File: config.mk
export PLATFORM = sky130hd
export DESIGN_NAME = spi_flash_reader
export DESIGN_NICKNAME = d
export VERILOG_FILES = /design/src/source/spi_flash_pkg.sv /design/src/source/wb_pkg.sv /design/src/source/spi_byte_if.sv /design/src/source/flash_req_if.sv /design/src/source/spi_shift_engine.sv /design/src/source/flash_read_sequencer.sv /design/src/source/wb_flash_regs.sv /design/src/source/spi_flash_reader.sv
export SDC_FILE = /design/constraint.sdc
export NUM_CORES = 1
export LEC_CHECK = 0
export BUFFER_PORTS_ARGS = -buffer_cell sky130_fd_sc_hd__buf_2
export CAP_MARGIN = 10
export CELL_PAD_IN_SITES_DETAIL_PLACEMENT = 0
export CELL_PAD_IN_SITES_GLOBAL_PLACEMENT = 1
export CORE_ASPECT_RATIO = 0.8
export CORE_UTILIZATION = 48
export DETAILED_ROUTE_END_ITERATION = 10
export GPL_TIMING_DRIVEN = 0
export PLACE_DENSITY_LB_ADDON = 0.05
export SYNTH_ARGS = -nofsm -noshare
export SYNTH_HDL_FRONTEND = slang
export SYNTH_SLANG_ARGS = --single-unit
File: constraint.sdc
create_clock -name clk -period 3.7 [get_ports clk]
set_clock_uncertainty 0.2 [all_clocks]
set_input_delay 0.185 -clock clk [delete_from_list [all_inputs] [get_ports clk]]
set_output_delay 0.185 -clock clk [all_outputs]
set_load 0.005 [all_outputs]
File: src/source/spi_flash_pkg.sv
package spi_flash_pkg;

   // flash side widths
   localparam int FLASH_ADDR_W = 24;
   localparam int FLASH_BYTE_W = 8;
   localparam int FLASH_WORD_W = 32;

   typedef logic [FLASH_ADDR_W-1:0] flash_addr_t;   // byte address inside the flash
   typedef logic [FLASH_BYTE_W-1:0] flash_byte_t;   // one byte on the wire
   typedef logic [FLASH_WORD_W-1:0] flash_word_t;   // four bytes, first one in the MSBs

   // opcodes
   localparam flash_byte_t CMD_READ = 8'h03;
   localparam flash_byte_t CMD_WAKE = 8'hAB;   // release from deep power down
   localparam flash_byte_t CMD_WREN = 8'h06;   // write enable

   // each bit spans eight clk cycles, SCK falls at phase 0
   localparam logic [2:0] PHASE_SCK_RISE = 3'd4;
   localparam logic [2:0] PHASE_SAMPLE   = 3'd6;

   // idle clocks after the wake and write enable frames
   // real parts want tens of microseconds here
   localparam logic [15:0] WAKE_WAIT_CYCLES = 16'd200;

endpackage

File: src/source/wb_pkg.sv
package wb_pkg;

   localparam int WB_DATA_W = 32;
   localparam int WB_ADR_W  = 2;

   typedef logic [WB_DATA_W-1:0] wb_word_t;
   typedef logic [WB_ADR_W-1:0]  wb_reg_addr_t;   // word offset

   // register map
   localparam wb_reg_addr_t REG_ADDR   = 2'd0;   // write starts a read
   localparam wb_reg_addr_t REG_DATA   = 2'd1;   // read clears valid
   localparam wb_reg_addr_t REG_STATUS = 2'd2;

   // status word bits
   localparam int STAT_READY = 0;
   localparam int STAT_BUSY  = 1;
   localparam int STAT_VALID = 2;

endpackage

File: src/source/spi_byte_if.sv
`timescale 1ns/1ps

interface spi_byte_if import spi_flash_pkg::*; ();

   logic        start;     // one cycle, only while busy is low
   logic        last;      // release chip select after this byte
   flash_byte_t tx_byte;
   flash_byte_t rx_byte;   // valid while done is high
   logic        done;
   logic        busy;

   modport sequencer (
      output start, last, tx_byte,
      input  rx_byte, done, busy
   );

   modport engine (
      input  start, last, tx_byte,
      output rx_byte, done, busy
   );

endinterface

File: src/source/flash_req_if.sv
`timescale 1ns/1ps

interface flash_req_if import spi_flash_pkg::*; ();

   logic        req;           // one cycle pulse
   flash_addr_t addr;
   logic        ready;         // init sequence finished
   logic        busy;
   logic        valid_pulse;   // data is final in this cycle
   flash_word_t data;

   modport regs (
      output req, addr,
      input  ready, busy, valid_pulse, data
   );

   modport sequencer (
      input  req, addr,
      output ready, busy, valid_pulse, data
   );

endinterface

File: src/source/spi_shift_engine.sv
`timescale 1ns/1ps

module spi_shift_engine import spi_flash_pkg::*; (
   input  logic       clk,
   input  logic       reset,
   spi_byte_if.engine bus,
   output logic       spi_sck,
   output logic       spi_cs_n,
   output logic       spi_mosi,
   input  logic       spi_miso
);

   logic [2:0]  phase;        // position inside the current bit
   logic [2:0]  bit_cnt;
   flash_byte_t shreg;        // tx bits leave at the top, rx bits enter at the bottom
   logic        miso_bit;
   logic        frame_last;   // chip select goes high after this byte
   logic        busy_q;
   logic        done_q;

   assign bus.busy    = busy_q;
   assign bus.done    = done_q;
   assign bus.rx_byte = shreg;

   always_ff @(posedge clk) begin
      if (reset) begin
         busy_q     <= 1'b0;
         done_q     <= 1'b0;
         phase      <= 3'd0;
         bit_cnt    <= 3'd0;
         frame_last <= 1'b1;
         spi_sck    <= 1'b0;
         spi_cs_n   <= 1'b1;
         spi_mosi   <= 1'b0;
      end else begin
         done_q <= 1'b0;
         if (done_q && frame_last)
            spi_cs_n <= 1'b1;

         if (bus.start) begin
            // the start cycle already counts as phase 0 of the first bit
            busy_q     <= 1'b1;
            phase      <= 3'd1;
            bit_cnt    <= 3'd0;
            frame_last <= bus.last;
            spi_cs_n   <= 1'b0;
            spi_sck    <= 1'b0;
            spi_mosi   <= bus.tx_byte[7];
         end else if (busy_q) begin
            phase <= phase + 3'd1;
            if (phase == 3'd0) begin
               spi_sck  <= 1'b0;   // mode 0, data changes on the falling edge
               spi_mosi <= shreg[7];
            end
            if (phase == PHASE_SCK_RISE)
               spi_sck <= 1'b1;
            if (phase == 3'd7) begin
               bit_cnt <= bit_cnt + 3'd1;
               if (bit_cnt == 3'd7) begin
                  busy_q   <= 1'b0;
                  done_q   <= 1'b1;
                  spi_sck  <= 1'b0;   // back to idle level, also the flash shift edge
                  spi_mosi <= 1'b0;
               end
            end
         end
      end
   end

   always_ff @(posedge clk) begin
      if (bus.start)
         shreg <= bus.tx_byte;
      else if (busy_q && phase == 3'd7)
         shreg <= {shreg[6:0], miso_bit};
      if (busy_q && phase == PHASE_SAMPLE)
         miso_bit <= spi_miso;   // mid high period of SCK
   end

   // once a closing frame is over the flash must be deselected until the next start
   a_cs_idle: assert property (@(posedge clk) disable iff (reset)
      (!busy_q && !done_q && frame_last) |-> spi_cs_n);

   a_sck_low_when_idle: assert property (@(posedge clk) disable iff (reset)
      spi_cs_n |-> !spi_sck);

endmodule

File: src/source/flash_read_sequencer.sv
`timescale 1ns/1ps

module flash_read_sequencer import spi_flash_pkg::*; (
   input  logic            clk,
   input  logic            reset,
   spi_byte_if.sequencer   spi,
   flash_req_if.sequencer  req
);

   typedef enum logic [3:0] {
      WAKE, WAKE_WAIT, WREN, WREN_WAIT, IDLE, CMD, ADDR, DATA, FINISH
   } state_t;

   state_t      state;
   logic        wake_sent;
   logic [15:0] wait_cnt;
   logic [1:0]  byte_idx;    // address byte, then data byte
   flash_addr_t addr_q;
   flash_word_t word_q;
   logic        accept;      // new read taken this cycle

   function automatic flash_byte_t addr_byte(flash_addr_t a, logic [1:0] idx);
      case (idx)
         2'd0:    return a[23:16];
         2'd1:    return a[15:8];
         default: return a[7:0];
      endcase
   endfunction

   // FINISH takes a request too, ready and not busy are both shown there
   assign accept          = req.req && (state == IDLE || state == FINISH);
   assign req.ready       = state inside {IDLE, CMD, ADDR, DATA, FINISH};
   assign req.busy        = state inside {CMD, ADDR, DATA};
   assign req.valid_pulse = (state == FINISH);
   assign req.data        = word_q;

   always_ff @(posedge clk) begin
      if (reset) begin
         state       <= WAKE;
         wake_sent   <= 1'b0;
         wait_cnt    <= '0;
         byte_idx    <= 2'd0;
         spi.start   <= 1'b0;
         spi.last    <= 1'b0;
         spi.tx_byte <= '0;
      end else begin
         spi.start <= 1'b0;
         case (state)
            WAKE: begin
               if (!wake_sent) begin
                  wake_sent   <= 1'b1;
                  spi.start   <= 1'b1;
                  spi.tx_byte <= CMD_WAKE;
                  spi.last    <= 1'b1;   // single byte frame
               end else if (spi.done) begin
                  wait_cnt <= '0;
                  state    <= WAKE_WAIT;
               end
            end
            WAKE_WAIT: begin
               wait_cnt <= wait_cnt + 16'd1;
               if (wait_cnt == WAKE_WAIT_CYCLES - 16'd1) begin
                  spi.start   <= 1'b1;
                  spi.tx_byte <= CMD_WREN;
                  spi.last    <= 1'b1;
                  state       <= WREN;
               end
            end
            WREN: if (spi.done) begin
               wait_cnt <= '0;
               state    <= WREN_WAIT;
            end
            WREN_WAIT: begin
               wait_cnt <= wait_cnt + 16'd1;
               if (wait_cnt == WAKE_WAIT_CYCLES - 16'd1)
                  state <= IDLE;
            end
            IDLE, FINISH: begin
               if (accept) begin
                  spi.start   <= 1'b1;
                  spi.tx_byte <= CMD_READ;
                  spi.last    <= 1'b0;
                  state       <= CMD;
               end else begin
                  state <= IDLE;
               end
            end
            CMD: if (spi.done) begin
               byte_idx    <= 2'd0;
               spi.start   <= 1'b1;
               spi.tx_byte <= addr_byte(addr_q, 2'd0);
               state       <= ADDR;
            end
            ADDR: if (spi.done) begin
               spi.start <= 1'b1;
               if (byte_idx == 2'd2) begin
                  byte_idx    <= 2'd0;
                  spi.tx_byte <= '0;   // dummy byte while data comes in
                  state       <= DATA;
               end else begin
                  byte_idx    <= byte_idx + 2'd1;
                  spi.tx_byte <= addr_byte(addr_q, byte_idx + 2'd1);
               end
            end
            DATA: if (spi.done) begin
               if (byte_idx == 2'd3) begin
                  state <= FINISH;
               end else begin
                  byte_idx  <= byte_idx + 2'd1;
                  spi.start <= 1'b1;
                  spi.last  <= (byte_idx == 2'd2);   // fourth data byte closes the frame
               end
            end
            default: state <= IDLE;
         endcase
      end
   end

   always_ff @(posedge clk) begin
      if (accept)
         addr_q <= req.addr;
      if (state == DATA && spi.done)
         word_q <= {word_q[23:0], spi.rx_byte};   // msb first
   end

   a_start_when_free: assert property (@(posedge clk) disable iff (reset)
      spi.start |-> !spi.busy);

endmodule

File: src/source/wb_flash_regs.sv
`timescale 1ns/1ps

module wb_flash_regs import wb_pkg::*; import spi_flash_pkg::*; (
   input  logic         clk,
   input  logic         reset,
   input  logic         wb_cyc,
   input  logic         wb_stb,
   input  logic         wb_we,
   input  wb_reg_addr_t wb_adr,
   input  wb_word_t     wb_wdata,
   output wb_word_t     wb_rdata,
   output logic         wb_ack,
   flash_req_if.regs    req
);

   logic     access;   // first cycle of a bus access
   logic     issue;
   logic     valid_q;
   wb_word_t data_q;
   wb_word_t status;

   assign access = wb_cyc && wb_stb && !wb_ack;

   // writes while a read runs or before init are acked and dropped
   assign issue = access && wb_we && (wb_adr == REG_ADDR)
                  && req.ready && !req.busy && !req.req;

   always_comb begin
      status             = '0;
      status[STAT_READY] = req.ready;
      status[STAT_BUSY]  = req.busy;
      status[STAT_VALID] = valid_q;
   end

   always_ff @(posedge clk) begin
      if (reset) begin
         wb_ack  <= 1'b0;
         req.req <= 1'b0;
         valid_q <= 1'b0;
      end else begin
         wb_ack  <= access;
         req.req <= issue;
         if (req.valid_pulse)
            valid_q <= 1'b1;   // a fresh word wins over a clearing read
         else if (access && !wb_we && wb_adr == REG_DATA)
            valid_q <= 1'b0;
      end
   end

   always_ff @(posedge clk) begin
      if (issue)
         req.addr <= flash_addr_t'(wb_wdata);
      if (req.valid_pulse)
         data_q <= req.data;
      if (access && !wb_we) begin
         case (wb_adr)
            REG_ADDR:   wb_rdata <= wb_word_t'(req.addr);
            REG_DATA:   wb_rdata <= data_q;
            REG_STATUS: wb_rdata <= status;
            default:    wb_rdata <= '0;
         endcase
      end
   end

   // the sequencer still shows ready and idle when the request pulse arrives
   a_req_when_free: assert property (@(posedge clk) disable iff (reset)
      req.req |-> (req.ready && !req.busy));

endmodule

File: src/source/spi_flash_reader.sv
`timescale 1ns/1ps

module spi_flash_reader import wb_pkg::*; (
   input  logic         clk,
   input  logic         reset,
   input  logic         wb_cyc,
   input  logic         wb_stb,
   input  logic         wb_we,
   input  wb_reg_addr_t wb_adr,
   input  wb_word_t     wb_wdata,
   output wb_word_t     wb_rdata,
   output logic         wb_ack,
   output logic         spi_sck,
   output logic         spi_cs_n,
   output logic         spi_mosi,
   input  logic         spi_miso
);

   flash_req_if req_bus ();    // registers to sequencer
   spi_byte_if  byte_bus ();   // sequencer to shifter

   wb_flash_regs u_regs (
      .clk      (clk),
      .reset    (reset),
      .wb_cyc   (wb_cyc),
      .wb_stb   (wb_stb),
      .wb_we    (wb_we),
      .wb_adr   (wb_adr),
      .wb_wdata (wb_wdata),
      .wb_rdata (wb_rdata),
      .wb_ack   (wb_ack),
      .req      (req_bus.regs)
   );

   flash_read_sequencer u_seq (
      .clk   (clk),
      .reset (reset),
      .spi   (byte_bus.sequencer),
      .req   (req_bus.sequencer)
   );

   spi_shift_engine u_engine (
      .clk      (clk),
      .reset    (reset),
      .bus      (byte_bus.engine),
      .spi_sck  (spi_sck),
      .spi_cs_n (spi_cs_n),
      .spi_mosi (spi_mosi),
      .spi_miso (spi_miso)
   );

endmodule

==> metrics.md, run 1 <==
| Metric | Value |
|---|---|
| Number of storage elements in the synthesis netlist | about 200 |
| Post-detailed-route count of antenna-violating nets | 0 |
| Count of buffers inserted at the top-level ports | 67 |
| Number of buffers inserted during clock tree synthesis | 21 |
| Final setup violation count | 0 |
| Leak Pwr | 3.44 nW |
| GPL Wtd Cong | ~0.84 |
| R2R Setup Slk | slightly above 1 ns |
| Cells along the critical path | nor2_1, nand2_1, inv_2, nor2_1, a221oi_1, a311oi_1 |
| Top cell by count, worst path | sky130_fd_sc_hd__nor2_1 |
| Number of cells produced by synthesis | 579 |
| Pin count of the biggest net entering global routing | 35 |
| Number of detailed-route iterations in the first pass | 5 |
| Detail-routed net length per standard cell | 18.2 µm |
| DR DRC count | 0 |
| Kind of cell adding the most delay to the critical path | simple AND/OR/NAND/NOR gates |
| Floorplan die area | roughly 17000 µm² |
| Power per unit of standard cell area | 525 nW/µm² |
| Most common cell in the synthesized netlist | sky130_fd_sc_hd__edfxtp_1 |
| Sequential share of the synthesized area | 70.5% |
| Top_reg_cell synth | sky130_fd_sc_hd__edfxtp_1 |
| Standard-cell row count | between 40 and 50 |
| Overall global routing resource usage | around a fifth |
| Post-Syn Nets | around 630 |
| Transition time at the pin with the least slew margin | just under 1 ns |
| Post-route fraction of the period consumed by the critical path | approximately 72% |
| Worst R2R End | u_seq.spi.tx_byte[0] |
| Leading cell types by total area after synthesis | sky130_fd_sc_hd__edfxtp_1, sky130_fd_sc_hd__dfxtp_1, sky130_fd_sc_hd__mux2i_1 |
| Hold buffers post-CTS | 30 |
| Initial antenna violation count | 0 |
| Number of buffers and inverters on the critical path | 1 |
| Startpoint of the most critical setup path | u_seq.state[0] |
| Hold slack final | just under 0.05 ns |
| Detailed-route vias per instance | roughly 5.4 |
| Max-slew violation count | 0 |
| Final layout net count | 755 |
| Crit-path slowest cell | sky130_fd_sc_hd__inv_2 |
| Required time worst endpoint | ~3.9 ns |
| Global-route wire length before repair | ~26000 µm |
| Largest stage delay on the critical path | between 0.6 and 0.7 ns |
| Netlist Area Pre-Place | around 7900 µm² |
| Starting density of the core | about half |
| Area of the core | around 16000 µm² |
| Count of flip-flops with a built-in enable after synthesis | ~150 |
| Crit start category | register |
| Achievable frequency | about 380 MHz |
| Diode insertion count for antenna repair | 0 |
| CTS Root Cell | sky130_fd_sc_hd__clkbuf_16 |
| IO Count | 76 |
| Commonest cells in the netlist | sky130_fd_sc_hd__edfxtp_1, sky130_fd_sc_hd__nor2_1, sky130_fd_sc_hd__dfxtp_1 |
| Final hold violations | 0 |
| Max H-tree Level | 1 |
| Maximum clock insertion buffer count | 3 |
| Maximum Capacitance Violations | 0 |
| Shortest clock period the worst path allows after layout | 2.67 ns |
| Worst Path Arrival | approximately 2.8 ns |
| Fraction of post-synthesis cell area in the top cell type by area | around 58% |
| Resize count post-CTS | 0 |
| Final design utilization | between 60% and 70% |
| Height of the die | 117 µm |
| Clock sink total | between 200 and 250 |
| Slew HR | between 30% and 40% |
| Area added between synthesis and finish | 21.8% |
| Critical path destination | u_seq.spi.tx_byte[0] |
| Number of distinct library cell variants in the gate-level netlist after synthesis | between 50 and 60 |
| Number of gates on the worst path with buffers counted | 6 |
| Yosys warning count | 0 |
| Start-to-end type of the worst setup path | register to register |
| Clock Latency Late Sink | 0.49 ns |
| Clock transition at the registers of the reported paths | roughly 0.070 ns |
| Leading area contributor after synthesis | sky130_fd_sc_hd__edfxtp_1 |
| Total power draw | between 5 and 6 mW |
| Starting DRT DRC Count | about 350 |
| Vias in the first global route | roughly 4800 |
| Unrepaired setup endpoints after global routing | no |
| Critical Path Fanout Max | 34 |
| Mean cell area of the mapped netlist | around 14 µm² |
| Die X-Extent | between 100 and 150 µm |
| CTS tree | done |
| Setup repair bufs after CTS | 0 |
| Share of flip-flops with an asynchronous set or reset after synthesis | 0% |
| Beginning of the worst register-to-register path | u_seq.state[0] |
| Path class of the lowest-slack min-delay path | primary input to register |
| Worst vdd rail ir drop | approximately 0.00037 V |
| Status | finished clean |
| DR vias | 4992 |
| Fraction of layout instances using a drive strength above 1 | a little under a fifth |
| Total routed wirelength | approximately 17000 µm |
| DP Wirelength | between 10000 and 15000 µm |
| Cell count of the worst reg-to-reg path | 6 |
| Kind of end point of the critical path | register |
| Residual overflow from global routing | 0 |
## final cells by class
| type | count | area (µm²) |
|---|---|---|
| Sequential cell | 201 | 5560 |
| Inverter | 16 | 60.1 |
| Clock inverter | 14 | 188 |
| Clock buffer | 24 | 557 |
| Multi-Input combinational cell | 335 | 2150 |
| Timing Repair Buffer | 101 | 693 |
| Fill cell | 1288 | 6300 |
| Tap cell | 215 | 269 |
| Buffer | 27 | 134 |
## kinds of logic after synthesis
| kind of cell | synth area share [%] |
|---|---|
| AOI/OAI and AO/OA | 7.94 |
| xor gates and xnor gates | 1.78 |
| adders and majority gates | 2.03 |
| buffers and inverters | 2.46 |
| DFF | 70.5 |
| muxes | 4.81 |
| and+or+nand+nor | 10.5 |
## flip-flops by register name, indices dropped and copies added, names as in the netlist, 2 cells and up
signal,cells
u_engine.phase,3
u_seq.addr_q,24
u_seq.state,4
u_regs.req.addr,24
u_seq.spi.tx_byte,8
u_seq.wait_cnt,16
u_engine.bit_cnt,3
u_seq.byte_idx,2
u_seq.req.data,32
u_regs.data_q,32
u_regs.wb_rdata,32
u_engine.bus.rx_byte,8
## how the worst min path moves through the flow
stage	from	endpoint	cells after the start
final	wb_adr[1]	u_regs.valid_q	5
after global routing	wb_adr[1]	u_regs.valid_q	5
after CTS	wb_adr[1]	u_regs.valid_q	5
after detailed placement	wb_wdata[17]	u_regs.req.addr[17]	1
after global placement	wb_wdata[21]	u_regs.req.addr[21]	1
after floorplan	reset	u_regs.req.req	1
## per-layer routing
layer  GRT usage, %  vias to the layer above  part of all wire, %  routed length, µm
li1               -                     2382                    -                  -
met1           30.0                     2436                   49               8290
met2           31.9                      152                   45               7620
met3           2.93                       22                  4.6                789
met4           5.26                        0                  1.7                285
met5              0                        -                    0                  0
## cells in the final DEF (no fill, tap or decap), types with 3 or more instances in the layout
master | netlist | routed
sky130_fd_sc_hd__nand2_1 | 37 | 37
sky130_fd_sc_hd__clkbuf_1 | 14 | 15
sky130_fd_sc_hd__a22oi_1 | 10 | 10
sky130_fd_sc_hd__or3_1 | 5 | 5
sky130_fd_sc_hd__clkbuf_16 | 0 | 21
sky130_fd_sc_hd__nand4_1 | 5 | 5
sky130_fd_sc_hd__and2_1 | 11 | 11
sky130_fd_sc_hd__a221oi_1 | 3 | 3
sky130_fd_sc_hd__buf_2 | 5 | 72
sky130_fd_sc_hd__clkinvlp_4 | 0 | 3
sky130_fd_sc_hd__nor3_1 | 9 | 8
sky130_fd_sc_hd__inv_1 | 16 | 15
sky130_fd_sc_hd__xor2_1 | 10 | 10
sky130_fd_sc_hd__or4_1 | 3 | 3
sky130_fd_sc_hd__ha_1 | 12 | 12
sky130_fd_sc_hd__a21oi_1 | 34 | 34
sky130_fd_sc_hd__nor2b_1 | 8 | 8
sky130_fd_sc_hd__buf_4 | 1 | 3
sky130_fd_sc_hd__a311oi_1 | 4 | 4
sky130_fd_sc_hd__dfxtp_1 | 48 | 48
sky130_fd_sc_hd__edfxtp_1 | 153 | 153
sky130_fd_sc_hd__a211oi_1 | 5 | 5
sky130_fd_sc_hd__mux2i_1 | 30 | 30
sky130_fd_sc_hd__buf_1 | 4 | 4
sky130_fd_sc_hd__nand2b_1 | 7 | 7
sky130_fd_sc_hd__dlygate4sd3_1 | 0 | 30
sky130_fd_sc_hd__bufinv_16 | 0 | 4
sky130_fd_sc_hd__mux2_2 | 7 | 7
sky130_fd_sc_hd__o21ai_0 | 23 | 23
sky130_fd_sc_hd__xnor2_1 | 6 | 6
sky130_fd_sc_hd__nor4_1 | 5 | 5
sky130_fd_sc_hd__nand3_1 | 13 | 13
sky130_fd_sc_hd__buf_6 | 3 | 3
sky130_fd_sc_hd__nor2_1 | 58 | 56
## report_power, final
part / internal, mW / switching [mW]
logic: 0.136 / 0.172
clock network: 1.37 / 0.871
registers: 2.47 / 0.0311
## worst reg2reg max path, stage by stage, from the launching register on
cell and delay (ns):
sky130_fd_sc_hd__dfxtp_1 0.33, sky130_fd_sc_hd__nor2_1 0.43, sky130_fd_sc_hd__nand2_1 0.26, sky130_fd_sc_hd__inv_2 0.63, sky130_fd_sc_hd__nor2_1 0.27, sky130_fd_sc_hd__a221oi_1 0.28
sky130_fd_sc_hd__a311oi_1 0.13
## metrics by stage
stage | instances | setup TNS (ns) | setup slack (ns) | instance area (µm²)
4_1_cts | 933 | 0 | 0.973 | 9600
3_3_place_gp | 861 | -21.80 | -0.913 | 8490
6_report | 933 | 0 | 1.03 | 9600
3_5_place_dp | 865 | 0 | 0.982 | 8560
5_1_grt | 933 | 0 | 0.799 | 9600
2_1_floorplan | 579 | 0 | 0.382 | 7880
No activity file was read; power rests on OpenSTA's default activity.
==> inputs of run 2 (changes only) <==
--- a/config.mk
+++ b/config.mk
@@ -5,12 +5,13 @@
 export SDC_FILE = /design/constraint.sdc
 export NUM_CORES = 1
 export LEC_CHECK = 0
+export ABC_AREA = 1
 export BUFFER_PORTS_ARGS = -buffer_cell sky130_fd_sc_hd__buf_2
 export CAP_MARGIN = 10
 export CELL_PAD_IN_SITES_DETAIL_PLACEMENT = 0
 export CELL_PAD_IN_SITES_GLOBAL_PLACEMENT = 1
 export CORE_ASPECT_RATIO = 0.8
-export CORE_UTILIZATION = 48
+export CORE_UTILIZATION = 47
 export DETAILED_ROUTE_END_ITERATION = 10
 export GPL_TIMING_DRIVEN = 0
 export PLACE_DENSITY_LB_ADDON = 0.05
==> constraint.sdc (replaced) <==
create_clock -name clk -period 2.5 [get_ports clk]
set_clock_uncertainty 0.2 [all_clocks]
set_input_delay 0.125 -clock clk [delete_from_list [all_inputs] [get_ports clk]]
set_output_delay 0.125 -clock clk [all_outputs]
set_load 0.005 [all_outputs]
==> run 2 against run 1 <==
Wire length grew 8.6%; critical endpoint is now u_seq.spi.tx_byte[6]; largest power group unchanged; highest routed layer unchanged; sequential cell count is the same; core utilization is 0.92 points lower.
==> metrics.md, run 2 <==
| Metric | Value |
|---|---|
| Fraction of post-synthesis cell area in the top cell type by area | 58.2% (was 58.3%) |
| Slew HR | 46.7% (was 35.4%) |
| Maximum clock insertion buffer count | 3 (unchanged) |
| R2R Setup Slk | 0.24 ns (was 1.03 ns) |
| Detailed-route vias per instance | 5.12 (was 5.35) |
| Leading cell types by total area after synthesis | sky130_fd_sc_hd__edfxtp_1, sky130_fd_sc_hd__dfxtp_1, sky130_fd_sc_hd__nand2_1 (was sky130_fd_sc_hd__edfxtp_1, sky130_fd_sc_hd__dfxtp_1, sky130_fd_sc_hd__mux2i_1) |
| Critical Path Fanout Max | 10 (was 34) |
| Post-route fraction of the period consumed by the critical path | 90.6% (was 72.1%) |
| Achievable frequency | 442 MHz (was 375 MHz) |
| IO Count | 76 (unchanged) |
| Critical path destination | u_seq.spi.tx_byte[6] (was u_seq.spi.tx_byte[0]) |
| Leading area contributor after synthesis | sky130_fd_sc_hd__edfxtp_1 (unchanged) |
| Required time worst endpoint | 2.70 ns (was 3.85 ns) |
| Cells after DPL | 983 (was 865) |
| Post-detailed-route count of antenna-violating nets | 0 (unchanged) |
| Maximum Capacitance Violations | 0 (unchanged) |
| Final layout net count | 874 (was 755) |
| Power per unit of standard cell area | 715 nW/µm² (was 525 nW/µm²) |
| Crit start category | register (unchanged) |
| Number of buffers inserted during clock tree synthesis | 21 (unchanged) |
| Total routed wirelength | 18400 µm (was 17000 µm) |
| Clock group share of total power | 43.4% (was 44.4%) |
| Vias in the first global route | 5124 (was 4796) |
| Share of flip-flops with an asynchronous set or reset after synthesis | 0% (unchanged) |
| CTS tree | done (unchanged) |
| Top_reg_cell synth | sky130_fd_sc_hd__edfxtp_1 (unchanged) |
| Final setup violation count | 0 (unchanged) |
| Clock Latency Late Sink | 0.50 ns (was 0.49 ns) |
| Diode insertion count for antenna repair | 0 (unchanged) |
| Kind of end point of the critical path | register (unchanged) |
| Max H-tree Level | 1 (unchanged) |
| Post-Syn Nets | 749 (was 631) |
| Number of distinct library cell variants in the gate-level netlist after synthesis | 34 (was 55) |
| Starting DRT DRC Count | 506 (was 347) |
| Start-to-end type of the worst setup path | register to register (unchanged) |
| Transition time at the pin with the least slew margin | 0.797 ns (was 0.967 ns) |
| Status | finished clean (unchanged) |
| Number of storage elements in the synthesis netlist | 201 (unchanged) |
| Number of cells produced by synthesis | 697 (was 579) |
| Count of buffers inserted at the top-level ports | 67 (unchanged) |
| Standard-cell row count | 41 (unchanged) |
| Detail-routed net length per standard cell | 17.5 µm (was 18.2 µm) |
| Net switching fraction of the power | 20.5% (was 21.3%) |
| GPL Wtd Cong | 0.824 (was 0.841) |
| Pin count of the biggest net entering global routing | 34 (was 35) |
| Sequential share of the synthesized area | 70.4% (was 70.5%) |
| Sequential cell fraction of total power | 53.1% (was 49.5%) |
| Commonest non-fill, non-tap cells in the layout | sky130_fd_sc_hd__edfxtp_1, sky130_fd_sc_hd__nand2_1, sky130_fd_sc_hd__nor2_1, sky130_fd_sc_hd__buf_2, sky130_fd_sc_hd__inv_1 (was sky130_fd_sc_hd__edfxtp_1, sky130_fd_sc_hd__buf_2, sky130_fd_sc_hd__nor2_1, sky130_fd_sc_hd__dfxtp_1, sky130_fd_sc_hd__nand2_1) |
| Leak Pwr | 3.72 nW (was 3.44 nW) |
| Final hold violations | 0 (unchanged) |
| Area added between synthesis and finish | 21.4% (was 21.8%) |
| Starting density of the core | 49.0% (was 49.6%) |
| Netlist Area Pre-Place | 7890 µm² (was 7880 µm²) |
| Combinational share of power | 3.5% (was 6.1%) |
| Fraction of layout instances using a drive strength above 1 | 17.2% (was 18.9%) |
| Residual overflow from global routing | 0 (unchanged) |
| Commonest cells in the netlist | sky130_fd_sc_hd__edfxtp_1, sky130_fd_sc_hd__nand2_1, sky130_fd_sc_hd__nor2_1 (was sky130_fd_sc_hd__edfxtp_1, sky130_fd_sc_hd__nor2_1, sky130_fd_sc_hd__dfxtp_1) |
| Height of the die | 118 µm (was 117 µm) |
| Beginning of the worst register-to-register path | u_seq.byte_idx[0] (was u_seq.state[0]) |
| Count of flip-flops with a built-in enable after synthesis | 153 (unchanged) |
| Yosys warning count | 0 (unchanged) |
| Floorplan die area | 17300 µm² (was 16900 µm²) |
| Overall global routing resource usage | 21.2% (was 20.4%) |
| Startpoint of the most critical setup path | u_seq.byte_idx[0] (was u_seq.state[0]) |
| Area of the core | 16100 µm² (was 15900 µm²) |
| Most common cell in the synthesized netlist | sky130_fd_sc_hd__edfxtp_1 (unchanged) |
| Cell count of the worst reg-to-reg path | 11 (was 6) |
| Mean cell area of the mapped netlist | 11.3 µm² (was 13.6 µm²) |
| Path class of the lowest-slack min-delay path | primary input to register (unchanged) |
| Worst Path Arrival | 2.46 ns (was 2.82 ns) |
| Shortest clock period the worst path allows after layout | 2.26 ns (was 2.67 ns) |
| Internal power | 5.44 mW (was 3.97 mW) |
| DR vias | 5389 (was 4992) |
| Initial antenna violation count | 0 (unchanged) |
| Leading cell type in the layout, fill and taps excluded | sky130_fd_sc_hd__edfxtp_1 (unchanged) |
| Unrepaired setup endpoints after global routing | no (unchanged) |
| Total net switching power | 1.40 mW (was 1.07 mW) |
| Max-slew violation count | 0 (unchanged) |
| DP Wirelength | 12500 µm (was 11300 µm) |
| Global-route wire length before repair | 28000 µm (was 26400 µm) |
| Worst R2R End | u_seq.spi.tx_byte[6] (was u_seq.spi.tx_byte[0]) |
| Die X-Extent | 147 µm (was 145 µm) |
| Worst vdd rail ir drop | 0.000520 V (was 0.000366 V) |
| DR DRC count | 0 (unchanged) |
| CTS Root Cell | sky130_fd_sc_hd__clkbuf_16 (unchanged) |
| Number of detailed-route iterations in the first pass | 5 (unchanged) |
| Clock sink total | 201 (unchanged) |
| Clock transition at the registers of the reported paths | 0.06 ns (was 0.07 ns) |
| Minimum setup slack in the final design | 0.236 ns (was 1.03 ns) |
| Setup slack at placement | 0.0306 ns (was 0.982 ns) |
| Layout Cells excl Fill | 1052 (was 933) |
run 2: changes by cell type after synthesis, sizes merged, moves of 8 or more:
cell	delta
xor2	-8
buf	-8
inv	+48
nand2	+111
a22o	+21
nand3	+33
mux2i	-30
nor2b	-8
nor2	+57
a22oi	-8
and2	-11
run 2: layer usage:
metal  wire length, µm  vias to the layer above  track usage (%)  share of wire [%]
met1              9400                     2569             33.7                 51
li1                  -                     2625                -                  -
met3              1080                       27             3.18                5.9
met4               341                        0             4.82                1.8
met5                 0                        -                0                  0
met2              7630                      168             30.2                 41
run 2: cell type report:
type / instances / area (µm²)
fill: 1377 / 6530
clock inverter: 9 / 82.6
inverter: 65 / 244
multi-input combinational: 418 / 2070
sequential: 201 / 5560
tap: 215 / 269
buffer: 14 / 65.1
timing repair buffer: 101 / 721
clock buffer: 29 / 576
run 2: kinds of logic (layout without fill, tap and decap cells):
| family | after synthesis | in the layout | synth area share, % |
|---|---|---|---|
| adders and majority gates | 12 | 12 | 1.90 |
| buffers and inverters | 79 | 218 | 3.87 |
| DFF | 201 | 201 | 70.4 |
| and+or+nand+nor | 326 | 327 | 17.2 |
| AOI/OAI and AO/OA | 77 | 77 | 6.37 |
| xor gates and xnor gates | 2 | 2 | 0.222 |
run 2: power by group through the flow:
stage	logic [mW]	registers, mW	clock network [mW]
after global placement	0.197	3.70	0
after global routing	0.268	3.63	3.16
after CTS	0.239	3.63	3.03
after detailed placement	0.201	3.70	0
after floorplan	0.107	3.70	0
final	0.242	3.63	2.97
run 2: per-stage QoR:
step / total power, mW / TNS (ns) / hold WS (ns) / area [µm²] / util [%]
6_report: 6.85 / 0 / 0.0219 / 9580 / 59.5
3_5_place_dp: 3.91 / 0 / 0.103 / 8600 / 53.4
2_1_floorplan: 3.81 / 0 / 0.00347 / 7900 / -
5_1_grt: 7.06 / 0 / 0.0843 / 9580 / 59.5
4_1_cts: 6.90 / 0 / 0.0238 / 9560 / 59.3
3_3_place_gp: 3.90 / -37.93 / 0.104 / 8500 / 52.8
run 2: critical path: stages, from the launching register on:
cell	delay, ns
sky130_fd_sc_hd__dfxtp_1	0.42
sky130_fd_sc_hd__inv_1	0.11
sky130_fd_sc_hd__ha_1	0.31
sky130_fd_sc_hd__inv_2	0.13
sky130_fd_sc_hd__clkbuf_4	0.23
sky130_fd_sc_hd__nand2_1	0.07
sky130_fd_sc_hd__a21oi_1	0.11
sky130_fd_sc_hd__nor2_1	0.07
sky130_fd_sc_hd__nor2_1	0.25
sky130_fd_sc_hd__nand3_1	0.13
sky130_fd_sc_hd__nand2_1	0.10
sky130_fd_sc_hd__nor2_1	0.04
run 2: worst min-delay path by stage:
stage | end | start | cells after the start
after floorplan | u_seq.byte_idx[0] | reset | 1
after global placement | u_regs.req.addr[22] | wb_wdata[22] | 1
after detailed placement | u_regs.req.addr[20] | wb_wdata[20] | 1
after CTS | u_regs.valid_q | wb_adr[1] | 5
after global routing | u_regs.valid_q | wb_adr[1] | 5
final | u_regs.valid_q | wb_adr[1] | 5
run 2: repair_timing:
action | in CTS | in global routing
buffers inserted | 0 | 0
endpoints found under the hold margin | 64 | 0
setup endpoints to repair | 0 | 54
hold buffers | 30 | 0
gates resized for setup | 0 | 6
==> inputs of run 3 (changes only) <==
--- a/config.mk
+++ b/config.mk
@@ -12,9 +12,11 @@
 export CELL_PAD_IN_SITES_GLOBAL_PLACEMENT = 1
 export CORE_ASPECT_RATIO = 0.8
 export CORE_UTILIZATION = 47
+export CTS_CLUSTER_DIAMETER = 60
 export DETAILED_ROUTE_END_ITERATION = 10
 export GPL_TIMING_DRIVEN = 0
 export PLACE_DENSITY_LB_ADDON = 0.05
+export REMOVE_ABC_BUFFERS = 1
 export SYNTH_ARGS = -nofsm -noshare
 export SYNTH_HDL_FRONTEND = slang
 export SYNTH_SLANG_ARGS = --single-unit
==> run 3 against run 2 <==
First-iteration DRC count decreased by 25%; non-clock buffer count decreased by 11; core utilization shrank 0.22 points; the run now ends with hold timing left; critical endpoint is now u_regs.req.addr[19]; combinational power is essentially flat; die area did not move.
==> metrics.md, run 3 (synthesis results as in run 2) <==
| Metric | Value |
|---|---|
| Initial antenna violation count | 0 (unchanged) |
| Clock transition at the registers of the reported paths | 0.06 ns (about the same) |
| Power per unit of standard cell area | 708 nW/µm² (was 715 nW/µm²) |
| Slew HR | 30.8% (was 46.7%) |
| Area added between synthesis and finish | 20.9% (was 21.4%) |
| Worst vdd rail ir drop | 0.000591 V (was 0.000520 V) |
| Cell count of the worst reg-to-reg path | 5 (was 11) |
| Residual overflow from global routing | 0 (unchanged) |
| Leading cell type in the layout, fill and taps excluded | sky130_fd_sc_hd__edfxtp_1 (unchanged) |
| Count of buffers inserted at the top-level ports | 67 (unchanged) |
| Fill cells | 1332 (was 1377) |
| Hold slack final | -0.000245 ns (was 0.0219 ns) |
| Cells after DPL | 969 (was 983) |
| Overall global routing resource usage | 20.5% (was 21.2%) |
| Final setup violation count | 0 (unchanged) |
| Achievable frequency | 403 MHz (was 442 MHz) |
| Die X-Extent | 147 µm (unchanged) |
| Status | finished with violations (was finished clean) |
| Vias in the first global route | 5032 (was 5124) |
| Worst R2R End | u_regs.req.addr[19] (was u_seq.spi.tx_byte[6]) |
| Beginning of the worst register-to-register path | u_seq.state[0] (was u_seq.byte_idx[0]) |
| DR vias | 5287 (was 5389) |
| Pin count of the biggest net entering global routing | 33 (was 34) |
| Area after DPL | 8570 µm² (was 8600 µm²) |
| Required time worst endpoint | 2.40 ns (was 2.70 ns) |
| DR DRC count | 0 (unchanged) |
| Global-route wire length before repair | 27500 µm (was 28000 µm) |
| Total routed wirelength | 17400 µm (was 18400 µm) |
| CTS tree | done (unchanged) |
| Post-detailed-route count of antenna-violating nets | 0 (unchanged) |
| Start-to-end type of the worst setup path | register to register (unchanged) |
| Fin Setup TNS | 0 ns (unchanged) |
| Detailed-route vias per instance | 5.09 (was 5.12) |
| Max-slew violation count | 0 (unchanged) |
| Critical Path Fanout Max | 12 (was 10) |
| Crit start category | register (unchanged) |
| Clock sink total | 201 (unchanged) |
| Final layout net count | 863 (was 874) |
| Kind of end point of the critical path | register (unchanged) |
| Unrepaired setup endpoints after global routing | yes (was no) |
| Startpoint of the most critical setup path | u_seq.state[0] (was u_seq.byte_idx[0]) |
| Leak Pwr | 3.67 nW (was 3.72 nW) |
| Crit-path slowest cell | sky130_fd_sc_hd__nor2_2 (was sky130_fd_sc_hd__dfxtp_1) |
| Starting DRT DRC Count | 379 (was 506) |
| Cells along the critical path | nor2_1, nand2_2, nor2_1, inv_1, nor2_2 (was inv_1, ha_1, inv_2, clkbuf_4, nand2_1, a21oi_1, nor2_1, nor2_1, nand3_1, nand2_1, nor2_1) |
| R2R Setup Slk | 0.02 ns (was 0.24 ns) |
| Critical path destination | u_regs.req.addr[19] (was u_seq.spi.tx_byte[6]) |
| Diode insertion count for antenna repair | 0 (unchanged) |
| Starting density of the core | 49.0% (unchanged) |
| Setup slack at placement | -0.111 ns (was 0.0306 ns) |
| Transition time at the pin with the least slew margin | 1.03 ns (was 0.797 ns) |
| Minimum setup slack in the final design | 0.0209 ns (was 0.236 ns) |
| Number of gates on the worst path with buffers counted | 5 (was 11) |
| Post-route design area | 9540 µm² (was 9580 µm²) |
| Shortest clock period the worst path allows after layout | 2.48 ns (was 2.26 ns) |
| Maximum Capacitance Violations | 0 (unchanged) |
| Final hold violations | 1 (was 0) |
| IO Count | 76 (unchanged) |
| Maximum clock insertion buffer count | 3 (unchanged) |
| Floorplan die area | 17300 µm² (unchanged) |
| Height of the die | 118 µm (unchanged) |
| Standard-cell row count | 41 (unchanged) |
| GPL Wtd Cong | 0.844 (was 0.824) |
| Post-route fraction of the period consumed by the critical path | 99.2% (was 90.6%) |
| Kind of cell adding the most delay to the critical path | simple AND/OR/NAND/NOR gates (unchanged) |
| Worst Path Arrival | 2.38 ns (was 2.46 ns) |
| Number of detailed-route iterations in the first pass | 5 (unchanged) |
| Largest stage delay on the critical path | 0.73 ns (was 0.42 ns) |
| CTS Root Cell | sky130_fd_sc_hd__clkbuf_16 (unchanged) |
| Commonest non-fill, non-tap cells in the layout | sky130_fd_sc_hd__edfxtp_1, sky130_fd_sc_hd__nand2_1, sky130_fd_sc_hd__nor2_1, sky130_fd_sc_hd__buf_2, sky130_fd_sc_hd__inv_1 (unchanged) |
| Number of buffers and inverters on the critical path | 1 (was 3) |
| Failing checks | hold timing |
| DP Wirelength | 11000 µm (was 12500 µm) |
| Number of buffers inserted during clock tree synthesis | 21 (unchanged) |
| Detail-routed net length per standard cell | 16.8 µm (was 17.5 µm) |
| Top cell by count, worst path | sky130_fd_sc_hd__nor2_1 (unchanged) |
| Fraction of layout instances using a drive strength above 1 | 16.6% (was 17.2%) |
| Path class of the lowest-slack min-delay path | primary input to register (unchanged) |
| Clock Latency Late Sink | 0.48 ns (was 0.50 ns) |
| Area of the core | 16100 µm² (unchanged) |
| Layout Cells excl Fill | 1039 (was 1052) |
| Max H-tree Level | 1 (unchanged) |
run 3: changes by cell type in the layout (fill, tap and decap cells not counted), moves of 3 or more:
cell / previous run / this run
sky130_fd_sc_hd__dlygate4sd3_1: 30 / 33
sky130_fd_sc_hd__clkinv_2: 4 / 1
sky130_fd_sc_hd__clkbuf_1: 15 / 7
sky130_fd_sc_hd__clkinvlp_4: 0 / 3
run 3: repair_timing:
action                                 CTS  global route
hold buffers                            33             0
setup buffers                            0             0
endpoints found under the hold margin   46             0
setup endpoints to repair                0            24
gates resized for setup                  0             1
run 3: per-stage QoR:
| stage | total power, mW | utilization (%) |
|---|---|---|
| floorplan | 3.80 | - |
| global placement | 3.89 | 52.4 |
| detailed placement | 3.91 | 53.2 |
| CTS | 6.83 | 59.2 |
| global route | 6.98 | 59.3 |
| finish | 6.76 | 59.3 |
run 3: cell type report:
type / count / area (µm²) / area share [%]
clock inverters: 7 / 65.1 / 0.682
repair buffers: 104 / 768 / 8.05
clock buffers: 29 / 566 / 5.93
flip-flops and latches: 201 / 5560 / 58.2
well taps: 215 / 269 / 2.82
multi-input cells: 418 / 2080 / 21.8
inverters: 65 / 244 / 2.56
run 3: worst min path at each step:
stage                      startpoint            endpoint  slack, ns  cells past startpoint
after global routing        wb_adr[0]  u_regs.wb_rdata[0]       0.02                      4
after CTS                      wb_cyc  u_regs.wb_rdata[7]      0.006                      5
after detailed placement  wb_wdata[1]  u_regs.req.addr[1]       0.10                      1
after global placement    wb_wdata[4]  u_regs.req.addr[4]       0.10                      1
final                       wb_adr[0]  u_regs.wb_rdata[0]    -0.0002                      4
after floorplan                 reset   u_engine.bus.busy     -0.006                      1
run 3: layer usage:
layer	global-route usage, %	up-vias	share of wire (%)
met4	4.43	0	1.4
met2	30.2	155	43
met5	0	-	0
met3	2.79	21	5.4
li1	-	2593	-
met1	32.1	2518	50
run 3: report_power, final:
| part | internal, mW | leakage, nW | switching [mW] |
|---|---|---|---|
| clock network | 1.68 | 0.296 | 1.20 |
| logic | 0.113 | 1.60 | 0.130 |
| registers | 3.61 | 1.78 | 0.0217 |
run 3: worst reg2reg max path, cell delays in order, from the launching register on:
cell	delay [ns]
sky130_fd_sc_hd__dfxtp_1	0.36
sky130_fd_sc_hd__nor2_1	0.26
sky130_fd_sc_hd__nand2_2	0.19
sky130_fd_sc_hd__nor2_1	0.19
sky130_fd_sc_hd__inv_1	0.17
sky130_fd_sc_hd__nor2_2	0.73
